File: config.mk
export PLATFORM = sky130hd
export DESIGN_NAME = ks_adder_top
export DESIGN_NICKNAME = d
export VERILOG_FILES = /design/src/adder_pkg.sv /design/src/pg_stage.sv /design/src/credit_fifo.sv /design/src/kogge_stone_tree.sv /design/src/sum_stage.sv /design/src/ks_adder_top.sv
export SDC_FILE = /design/constraint.sdc
export NUM_CORES = 1
export LEC_CHECK = 0
export ABC_AREA = 0
export BUFFER_PORTS_ARGS = -buffer_cell sky130_fd_sc_hd__buf_4
export CORE_MARGIN = 3
export CORE_UTILIZATION = 40
export CTS_CLUSTER_DIAMETER = 200
export DETAILED_ROUTE_END_ITERATION = 8
export SYNTH_ARGS = -nofsm -noshare
export SYNTH_HDL_FRONTEND = slang
export SYNTH_SLANG_ARGS = --single-unit
File: constraint.sdc
create_clock -name clk -period 4.48 [get_ports clk]
set_input_delay 0.896 -clock clk [delete_from_list [all_inputs] [get_ports clk]]
set_output_delay 0.896 -clock clk [all_outputs]
set_load 0.02 [all_outputs]
File: src/adder_pkg.sv
package adder_pkg;

	// --------------------
	// datapath sizes
	// --------------------

	// operand and sum width
	localparam int WIDTH = 32;

	// prefix rows, spans 1, 2, 4, 8, 16
	localparam int LEVELS = 5;

	// --------------------
	// flow control
	// --------------------

	// buffer slots, also the producer's starting credits
	localparam int BUF_DEPTH = 4;

	// results the sink can take before returning credits
	localparam int OUT_CREDITS = 2;

	// credit counter width, holds up to 7
	localparam int CNT_W = 3;

	// --------------------
	// payloads
	// --------------------

	typedef logic [WIDTH-1:0] word_t;

	// generate word, propagate word and carry-in, 65 bits
	typedef struct packed {
		word_t g;
		word_t p;
		logic  cin;
	} pg_word_t;

endpackage

File: src/pg_stage.sv
`timescale 1ns/1ps

module pg_stage import adder_pkg::*; (
	input  logic     clk,
	input  logic     rst_n,
	input  logic     in_valid,
	input  word_t    a,
	input  word_t    b,
	input  logic     cin,
	input  logic     credit_return,
	output logic     in_ready,
	output logic     push,
	output pg_word_t push_data
);

	// one credit per free buffer slot
	logic [CNT_W-1:0] credits;
	logic             accept;

	assign in_ready = (credits != '0);
	assign accept   = in_valid & in_ready;

	// --------------------
	// buffer credits
	// --------------------

	// spend on accept, regain on credit_return, both may happen together
	always_ff @(posedge clk or negedge rst_n) begin
		if (!rst_n) begin
			credits <= CNT_W'(BUF_DEPTH);
		end else begin
			case ({accept, credit_return})
				2'b10: credits <= credits - 1'b1;
				2'b01: credits <= credits + 1'b1;
				default: credits <= credits;
			endcase
		end
	end

	// --------------------
	// push toward buffer
	// --------------------

	// push follows acceptance by one cycle
	always_ff @(posedge clk or negedge rst_n) begin
		if (!rst_n) begin
			push <= 1'b0;
		end else begin
			push <= accept;
		end
	end

	// per-bit generate and propagate
	// propagate as xor so the sum stage can reuse it
	always_ff @(posedge clk) begin
		if (accept) begin
			push_data.g   <= a & b;
			push_data.p   <= a ^ b;
			push_data.cin <= cin;
		end
	end

endmodule

File: src/credit_fifo.sv
`timescale 1ns/1ps

module credit_fifo import adder_pkg::*; #(
	parameter int DEPTH = BUF_DEPTH
) (
	input  logic     clk,
	input  logic     rst_n,
	input  logic     push,
	input  pg_word_t push_data,
	input  logic     pop,
	output logic     not_empty,
	output pg_word_t head,
	output logic     credit_return
);

	localparam int PTR_W   = (DEPTH > 1) ? $clog2(DEPTH) : 1;
	localparam int COUNT_W = $clog2(DEPTH + 1);

	pg_word_t           mem [DEPTH];
	logic [PTR_W-1:0]   wr_ptr;
	logic [PTR_W-1:0]   rd_ptr;
	logic [COUNT_W-1:0] count;
	logic               do_pop;

	// wrap at DEPTH, which need not be a power of two
	function automatic logic [PTR_W-1:0] next_ptr(input logic [PTR_W-1:0] ptr);
		if (ptr == PTR_W'(DEPTH - 1)) begin
			return '0;
		end
		return ptr + 1'b1;
	endfunction

	assign not_empty = (count != '0);
	assign head      = mem[rd_ptr];

	// an empty pop is ignored and returns nothing
	assign do_pop        = pop & not_empty;
	assign credit_return = do_pop;

	// --------------------
	// storage
	// --------------------

	// no full check, the producer never pushes without a credit
	always_ff @(posedge clk) begin
		if (push) begin
			mem[wr_ptr] <= push_data;
		end
	end

	// --------------------
	// pointers and occupancy
	// --------------------

	always_ff @(posedge clk or negedge rst_n) begin
		if (!rst_n) begin
			wr_ptr <= '0;
			rd_ptr <= '0;
			count  <= '0;
		end else begin
			if (push) begin
				wr_ptr <= next_ptr(wr_ptr);
			end
			if (do_pop) begin
				rd_ptr <= next_ptr(rd_ptr);
			end
			case ({push, do_pop})
				2'b10: count <= count + 1'b1;
				2'b01: count <= count - 1'b1;
				default: count <= count;
			endcase
		end
	end

endmodule

File: src/kogge_stone_tree.sv
`timescale 1ns/1ps

module kogge_stone_tree import adder_pkg::*; (
	input  pg_word_t pg,
	output word_t    carry
);

	// running group generate and propagate, updated row by row
	word_t g_acc;
	word_t p_acc;

	always_comb begin
		g_acc = pg.g;
		p_acc = pg.p;

		// carry-in folded into bit 0, so group g down to bit 0 is the carry
		g_acc[0] = pg.g[0] | (pg.p[0] & pg.cin);

		// row k combines each bit with the group 2^k below it
		for (int k = 0; k < LEVELS; k++) begin
			// walk downward so the low side still holds last row's value
			for (int i = WIDTH - 1; i >= (1 << k); i--) begin
				g_acc[i] = g_acc[i] | (p_acc[i] & g_acc[i - (1 << k)]);
				// last row's propagate has no consumer
				if (k < LEVELS - 1) begin
					p_acc[i] = p_acc[i] & p_acc[i - (1 << k)];
				end
			end
			// bits below 2^k are complete and pass through
		end

		carry = g_acc;
	end

endmodule

File: src/sum_stage.sv
`timescale 1ns/1ps

module sum_stage import adder_pkg::*; (
	input  logic     clk,
	input  logic     rst_n,
	input  logic     not_empty,
	input  pg_word_t head,
	input  logic     out_credit,
	output logic     pop,
	output logic     out_valid,
	output word_t    sum,
	output logic     cout
);

	logic [CNT_W-1:0] credits;
	word_t            carry;

	kogge_stone_tree tree_i (
		.pg    (head),
		.carry (carry)
	);

	// take the head only when the sink has room for the result
	assign pop = not_empty & (credits != '0);

	// --------------------
	// output credits
	// --------------------

	// a pop commits one result, so the credit goes there
	always_ff @(posedge clk or negedge rst_n) begin
		if (!rst_n) begin
			credits <= CNT_W'(OUT_CREDITS);
		end else begin
			case ({pop, out_credit})
				2'b10: credits <= credits - 1'b1;
				2'b01: credits <= credits + 1'b1;
				default: credits <= credits;
			endcase
		end
	end

	// --------------------
	// result register
	// --------------------

	always_ff @(posedge clk or negedge rst_n) begin
		if (!rst_n) begin
			out_valid <= 1'b0;
		end else begin
			out_valid <= pop;
		end
	end

	// carry into bit i is carry[i-1], carry-in feeds bit 0
	always_ff @(posedge clk) begin
		if (pop) begin
			sum  <= head.p ^ {carry[WIDTH-2:0], head.cin};
			cout <= carry[WIDTH-1];
		end
	end

endmodule

File: src/ks_adder_top.sv
`timescale 1ns/1ps

module ks_adder_top import adder_pkg::*; (
	input  logic  clk,
	input  logic  rst_n,
	input  logic  in_valid,
	input  word_t a,
	input  word_t b,
	input  logic  cin,
	input  logic  out_credit,
	output logic  in_ready,
	output logic  out_valid,
	output word_t sum,
	output logic  cout
);

	// producer to buffer
	logic     push;
	pg_word_t push_data;
	logic     credit_return;

	// buffer to consumer
	logic     not_empty;
	pg_word_t head;
	logic     pop;

	pg_stage pg_stage_i (
		.clk           (clk),
		.rst_n         (rst_n),
		.in_valid      (in_valid),
		.a             (a),
		.b             (b),
		.cin           (cin),
		.credit_return (credit_return),
		.in_ready      (in_ready),
		.push          (push),
		.push_data     (push_data)
	);

	// depth matches the producer's starting credits
	credit_fifo #(
		.DEPTH (BUF_DEPTH)
	) credit_fifo_i (
		.clk           (clk),
		.rst_n         (rst_n),
		.push          (push),
		.push_data     (push_data),
		.pop           (pop),
		.not_empty     (not_empty),
		.head          (head),
		.credit_return (credit_return)
	);

	sum_stage sum_stage_i (
		.clk        (clk),
		.rst_n      (rst_n),
		.not_empty  (not_empty),
		.head       (head),
		.out_credit (out_credit),
		.pop        (pop),
		.out_valid  (out_valid),
		.sum        (sum),
		.cout       (cout)
	);

endmodule

# After elaboration in Yosys (flattened, before gate mapping)
# Memories as Yosys holds them, arrays and structs flattened.
# Index checks and enable logic that the tools add are counted.
# word_totals
ramBits	260
word_cells	412
memories	1
ff_bits	113
out_inout_bits	35
input_bits	69
# mem_list
memory	depth	word_bits	rd	rd_clocked_by_memory_dff	write_ports	line	rtl
credit_fifo_i.mem	4	65	1	0	1	credit_fifo.sv:19	pg_word_t mem [DEPTH];
# classes
n_mux	13
n_bitwise	364
eq_ne	8
n_reduce_logical	6
n_addsub	8
# ops
op	count
$and 1x1->1	231
$or 1x1->1	130
$xor 32x32->32	2
$and 32x32->32	1
$pmux 3 s2	3
$eq 2x2->1 const B	5
$add 3x1->3 const B	3
$reduce_bool 3->1	3
$sub 3x1->3 const B	3
$mux 2	4
$eq 2x1->1 const B	3
$mux 1	6
$reduce_bool 2->1	3
$add 2x1->2 const B	2

# Logic depth before layout (Yosys ltp)
# An unclocked memory read counts as a cell.
# logic_depth
depth_word	13
mapped_depth	17
depth_no_buf	12

# Hierarchy
# Synthesis repeated with hierarchy kept, for this count alone.
# hier_totals
hier_cells	706
area_unflattened_um2	14676.6
# modules_own_cells
mod	seq_area_each_um2	area_each_um2	instances	cells_each
credit_fifo	7982.7	9835.7	1	379
pg_stage	2053.2	2552.4	1	112
sum_stage	1092.3	1461.4	1	79
kogge_stone_tree	0.0	827.0	1	136

# Least setup slack after synthesis
# OpenSTA, ideal clock, no wires.
# synth_timing
path_kind	register -> register
from	register credit_fifo_i.rd_ptr[0]
to	register sum_stage_i.sum[30], data pin
synth_period_minus_slack_ns	4.180
path_stages_with_launch	18
required_time_ns	4.211
arrival_ns	3.910
n_path_buf	5
setup_time_ns	0.269
path_slack_ns	0.300
path_cell_list	dfrtp_1 buf_6 buf_8 buf_6 buf_2 buf_4 mux4_2 ha_1 or2_2 ha_1 o21ai_1 a21oi_1 nor2_1 o311ai_4 a211oi_4 o21ai_2 a2111oi_0 nor3_1
# synth_via
elab_chain_cells	12
elab_cells_between_ends	87
# synth_lines
element	line	rtl
from (decl)	credit_fifo.sv:21	logic [PTR_W-1:0] rd_ptr;
from (signal assigned)	credit_fifo.sv:65	rd_ptr <= next_ptr(rd_ptr);
$mem_v2 4x65 *	-	
$and 1x1->1	kogge_stone_tree.sv:17	g_acc[0] = pg.g[0] | (pg.p[0] & pg.cin);
$or 1x1->1	kogge_stone_tree.sv:17	
$and 1x1->1	kogge_stone_tree.sv:23	g_acc[i] = g_acc[i] | (p_acc[i] & g_acc[i - (1 << k)]);
$or 1x1->1	kogge_stone_tree.sv:23	
$and 1x1->1	kogge_stone_tree.sv:23	
$or 1x1->1	kogge_stone_tree.sv:23	
$and 1x1->1	kogge_stone_tree.sv:23	
$or 1x1->1	kogge_stone_tree.sv:23	
$and 1x1->1	kogge_stone_tree.sv:23	
$or 1x1->1	kogge_stone_tree.sv:23	
$xor 32x32->32 *	sum_stage.sv:58	sum <= head.p ^ {carry[WIDTH-2:0], head.cin};
to (signal assigned)	sum_stage.sv:58	
to (decl)	sum_stage.sv:11	output word_t sum,
# Mark *: on every way between the ends. The rest lies on a longest branch, timed or not.
# A chain may end at the register's enable or synchronous reset.

# Final worst setup path
# Same ends and word-level chain as after synthesis.

==> results.txt <==
Status -> finished clean
Gr usage total -> 14.2%
Crit-path most repeated cell -> ha_1
Initial DRC count -> 369
Via count -> 6889
Critical path type -> reg2reg
RSZ-0062 raised after global routing -> false
Max VDD drop -> 0.281 mV
Worst slew pin tran -> 1030 ps
Skew-Pair Late Insertion Delay -> 520 ps
Relative slew margins -> 31.6%
Critical path launch point -> credit_fifo_i.rd_ptr[0]$_DFFE_PN0P_
Clock root cell -> clkbuf_16
Final Hold Viols -> 0
Final Max Tran Viols -> 0
Vias in the first global route -> 7354
Pint -> 5.88 mW
Worst Hold Class -> in2async
Detailed placement HPWL -> 17.5 mm
Drt total wl -> 27.5 mm
Chip width -> 198 um
Core Util, Final -> 48.5%
# setup viols final -> 0
Share of layout cells above drive strength 1 -> 29.7%
Footprint of the multi-input gates -> 3430 um2
Die area -> 39200 um2
Inserted Clock Buffers -> 40
Switching part of the total -> 18.9%
GPL Wtd Cong -> 0.782
Syn_nets -> 829
Clock slew at reported path FFs -> 60 ps
Area share of the largest cell type after synthesis -> 73.0%
Dpl cell area -> 16100 um2
CP peak stage delay -> 520 ps
Setup bufs post-CTS -> 0
Synth area leaders -> edfxtp_1 73%, mux4_2 9.6%, ha_1 3.6%
I/O pin total -> 104
Switching pwr -> 1.37 mW
WL per Instance -> 20.3 um
Reg-to-reg startpoint -> credit_fifo_i.rd_ptr[0]$_DFFE_PN0P_
DRC Markers -> 0
Clock network power share -> 45.9%
Largest net degree at the start of global routing -> 62
Crit path capture type -> flop
Most used flip-flop cell after synthesis -> edfxtp_1
Startpoint Class -> flop
Vias per cell -> 5.10
Gates resized, CTS repair -> 0
Ant diodes -> 0
Initial antenna violation count -> 0
Final Skew -> 19.3 ps
First-pass GRT wire length -> 42.4 mm
Crit path required time -> 4740 ps
Die Y -> 198 um
Total negative slack -> 0 ps
Post-synthesis register bit count -> 373
Post-CTS Hold Fix Bufs -> 0
CP arrival -> 4010 ps
CTS tree -> done
Largest area contributor in the netlist -> edfxtp_1
Leak pwr -> 6.08 nW
Final nets -> 972
Core area -> 35900 um2
Global route overflow -> 0
Combinational share of power -> 1.5%
Pwr/cell area -> 415 nW/um2
MaxCap Viol Count -> 0
Crit path time final -> 3750 ps
Synthesized cell area -> 14700 um2
Worst path cell trace -> mux4_2 > ha_1 > or2_2 > ha_1 > o21ai_1 > a21oi_1 > nor2_1 > o311ai_4 > a211oi_4 > o21ai_2 > a2111oi_0 > nor3_1
Synth unique cells -> 56
Site row count -> 69
WHS -> 226 ps
Final worst-path cycle share -> 83.7%
EDFF count, synth -> 358
ANT nets after route -> 0
Avg Inst Size Synth -> 20.6 um2
Fmax -> 267 MHz
Crit-path max FO -> 8
Slowest cell on crit path -> dfrtp_4
First-pass iteration count of the detailed router -> 4
Layout area overhead -> 18.4%
Post-Syn Instances -> 715
Sink Count -> 373
Seq/Total Area, Yosys -> 75.5%
Synth Warn # -> 0
Top post-synthesis cells by count -> 358 x edfxtp_1, 63 x mux4_2, 42 x ha_1
H-tree Lvls -> 2
CTS Buffer Depth -> 3
Filler cells -> 2935
Storage cell area -> 11100 um2
Reg power frac -> 52.6%
Total power -> 7.24 mW
Fin area -> 17400 um2
Top-count cell post-synth -> edfxtp_1
Post-synth ARST share -> 4.02%
Initial Utilization -> 41.0%
Port Buffers -> 103
layout make-up:
cell class	instances	share of cell area (%)
Sequential cell	373	63.9
Multi-Input combinational cell	314	19.7
Clock buffer	49	6.18
Clock inverter	25	1.56
Tap cell	461	3.31
Timing Repair Buffer	116	5.14
Inverter	13	0.280
flip-flops by register name, summed over array words and instances, names as in the netlist:
signal / cells
credit_fifo_i.rd_ptr: 2
credit_fifo_i.wr_ptr: 2
sum_stage_i.out_valid: 1
sum_stage_i.cout: 1
credit_fifo_i.count: 3
pg_stage_i.push: 1
credit_fifo_i.mem: 260
sum_stage_i.credits: 3
pg_stage_i.push_data: 65
sum_stage_i.sum: 32
pg_stage_i.credits: 3
power by group through the flow:
stage               Combinational, mW  Sequential, mW  Clock [mW]
finish                          0.112            3.81        3.32
global route                    0.132            3.81        3.54
CTS                             0.117            3.81        3.40
detailed placement              0.115            3.88           0
global placement                0.115            3.88           0
floorplan                      0.0438            3.88           0
critical path, delay by kind of cell, from the launching register on:
kind / cells / cell delay (ps)
flip-flops: 1 / 520
AND/OR/NAND/NOR: 3 / 680
AO/OA/AOI/OAI: 6 / 1340
adder cells (fa/ha/maj): 2 / 420
multiplexers: 1 / 520
cells in the final DEF (no fill, tap or decap), types with 3 or more instances in the layout:
cell type / count
a21o_1: 13
a21oi_1: 29
a31oi_1: 3
and2_1: 6
and2_2: 4
and3_1: 4
buf_4: 114
bufinv_16: 5
clkbuf_1: 7
clkbuf_16: 42
clkinv_1: 6
clkinv_2: 7
clkinvlp_4: 3
dfrtp_1: 11
edfxtp_1: 358
fa_1: 3
ha_1: 42
inv_1: 12
mux2_2: 4
mux4_2: 63
nand2_1: 22
nand2b_1: 5
nor2_1: 14
nor2b_1: 5
nor3_1: 6
o211ai_1: 3
o21a_1: 3
o21ai_0: 10
o21ai_1: 4
o21bai_1: 3
or3_1: 3
xnor2_1: 24
xor2_1: 14
routing by layer:
metal	up-vias	wire [um]	GRT usage (%)
li1	3185	-	-
met4	0	882	5.35
met2	136	13700	23.8
met5	-	0	0
met3	46	938	2.16
met1	3522	12000	18.8
stage by stage:
| step | setup slack, ps | std cells |
|---|---|---|
| after floorplan | 300 | 715 |
| after global placement | 765 | 1277 |
| after detailed placement | 726 | 1277 |
| after CTS | 708 | 1351 |
| after global routing | 541 | 1351 |
| final | 730 | 1351 |
path summary, 6_finish.rpt:
kind                                                      endpoint  slack (ps)  cells after the start
worst max-delay path                 sum_stage_i.sum[30]$_DFFE_PP_         730                     12
worst min-delay path             pg_stage_i.credits[0]$_DFFE_PN0P_         230                      1
worst max register to register       sum_stage_i.sum[30]$_DFFE_PP_         730                     12
worst min register to register  sum_stage_i.credits[2]$_DFFE_PN0P_         470                      1
max in group asynchronous       sum_stage_i.credits[1]$_DFFE_PN1P_        3990                      1
min in group clk                sum_stage_i.credits[2]$_DFFE_PN0P_         470                      1
cells by family (layout without fill, tap and decap cells):
family	Yosys count	in the layout	share of synthesized area (%)
flip-flops	373	373	75.5
AO/OA/AOI/OAI	83	83	3.98
AND/OR/NAND/NOR	78	78	2.63
multiplexers	70	70	10.4
adder cells (fa/ha/maj)	45	45	3.98
XOR/XNOR	38	38	2.26
buffers and inverters	28	203	1.25
No activity file was read; power rests on OpenSTA's default activity.
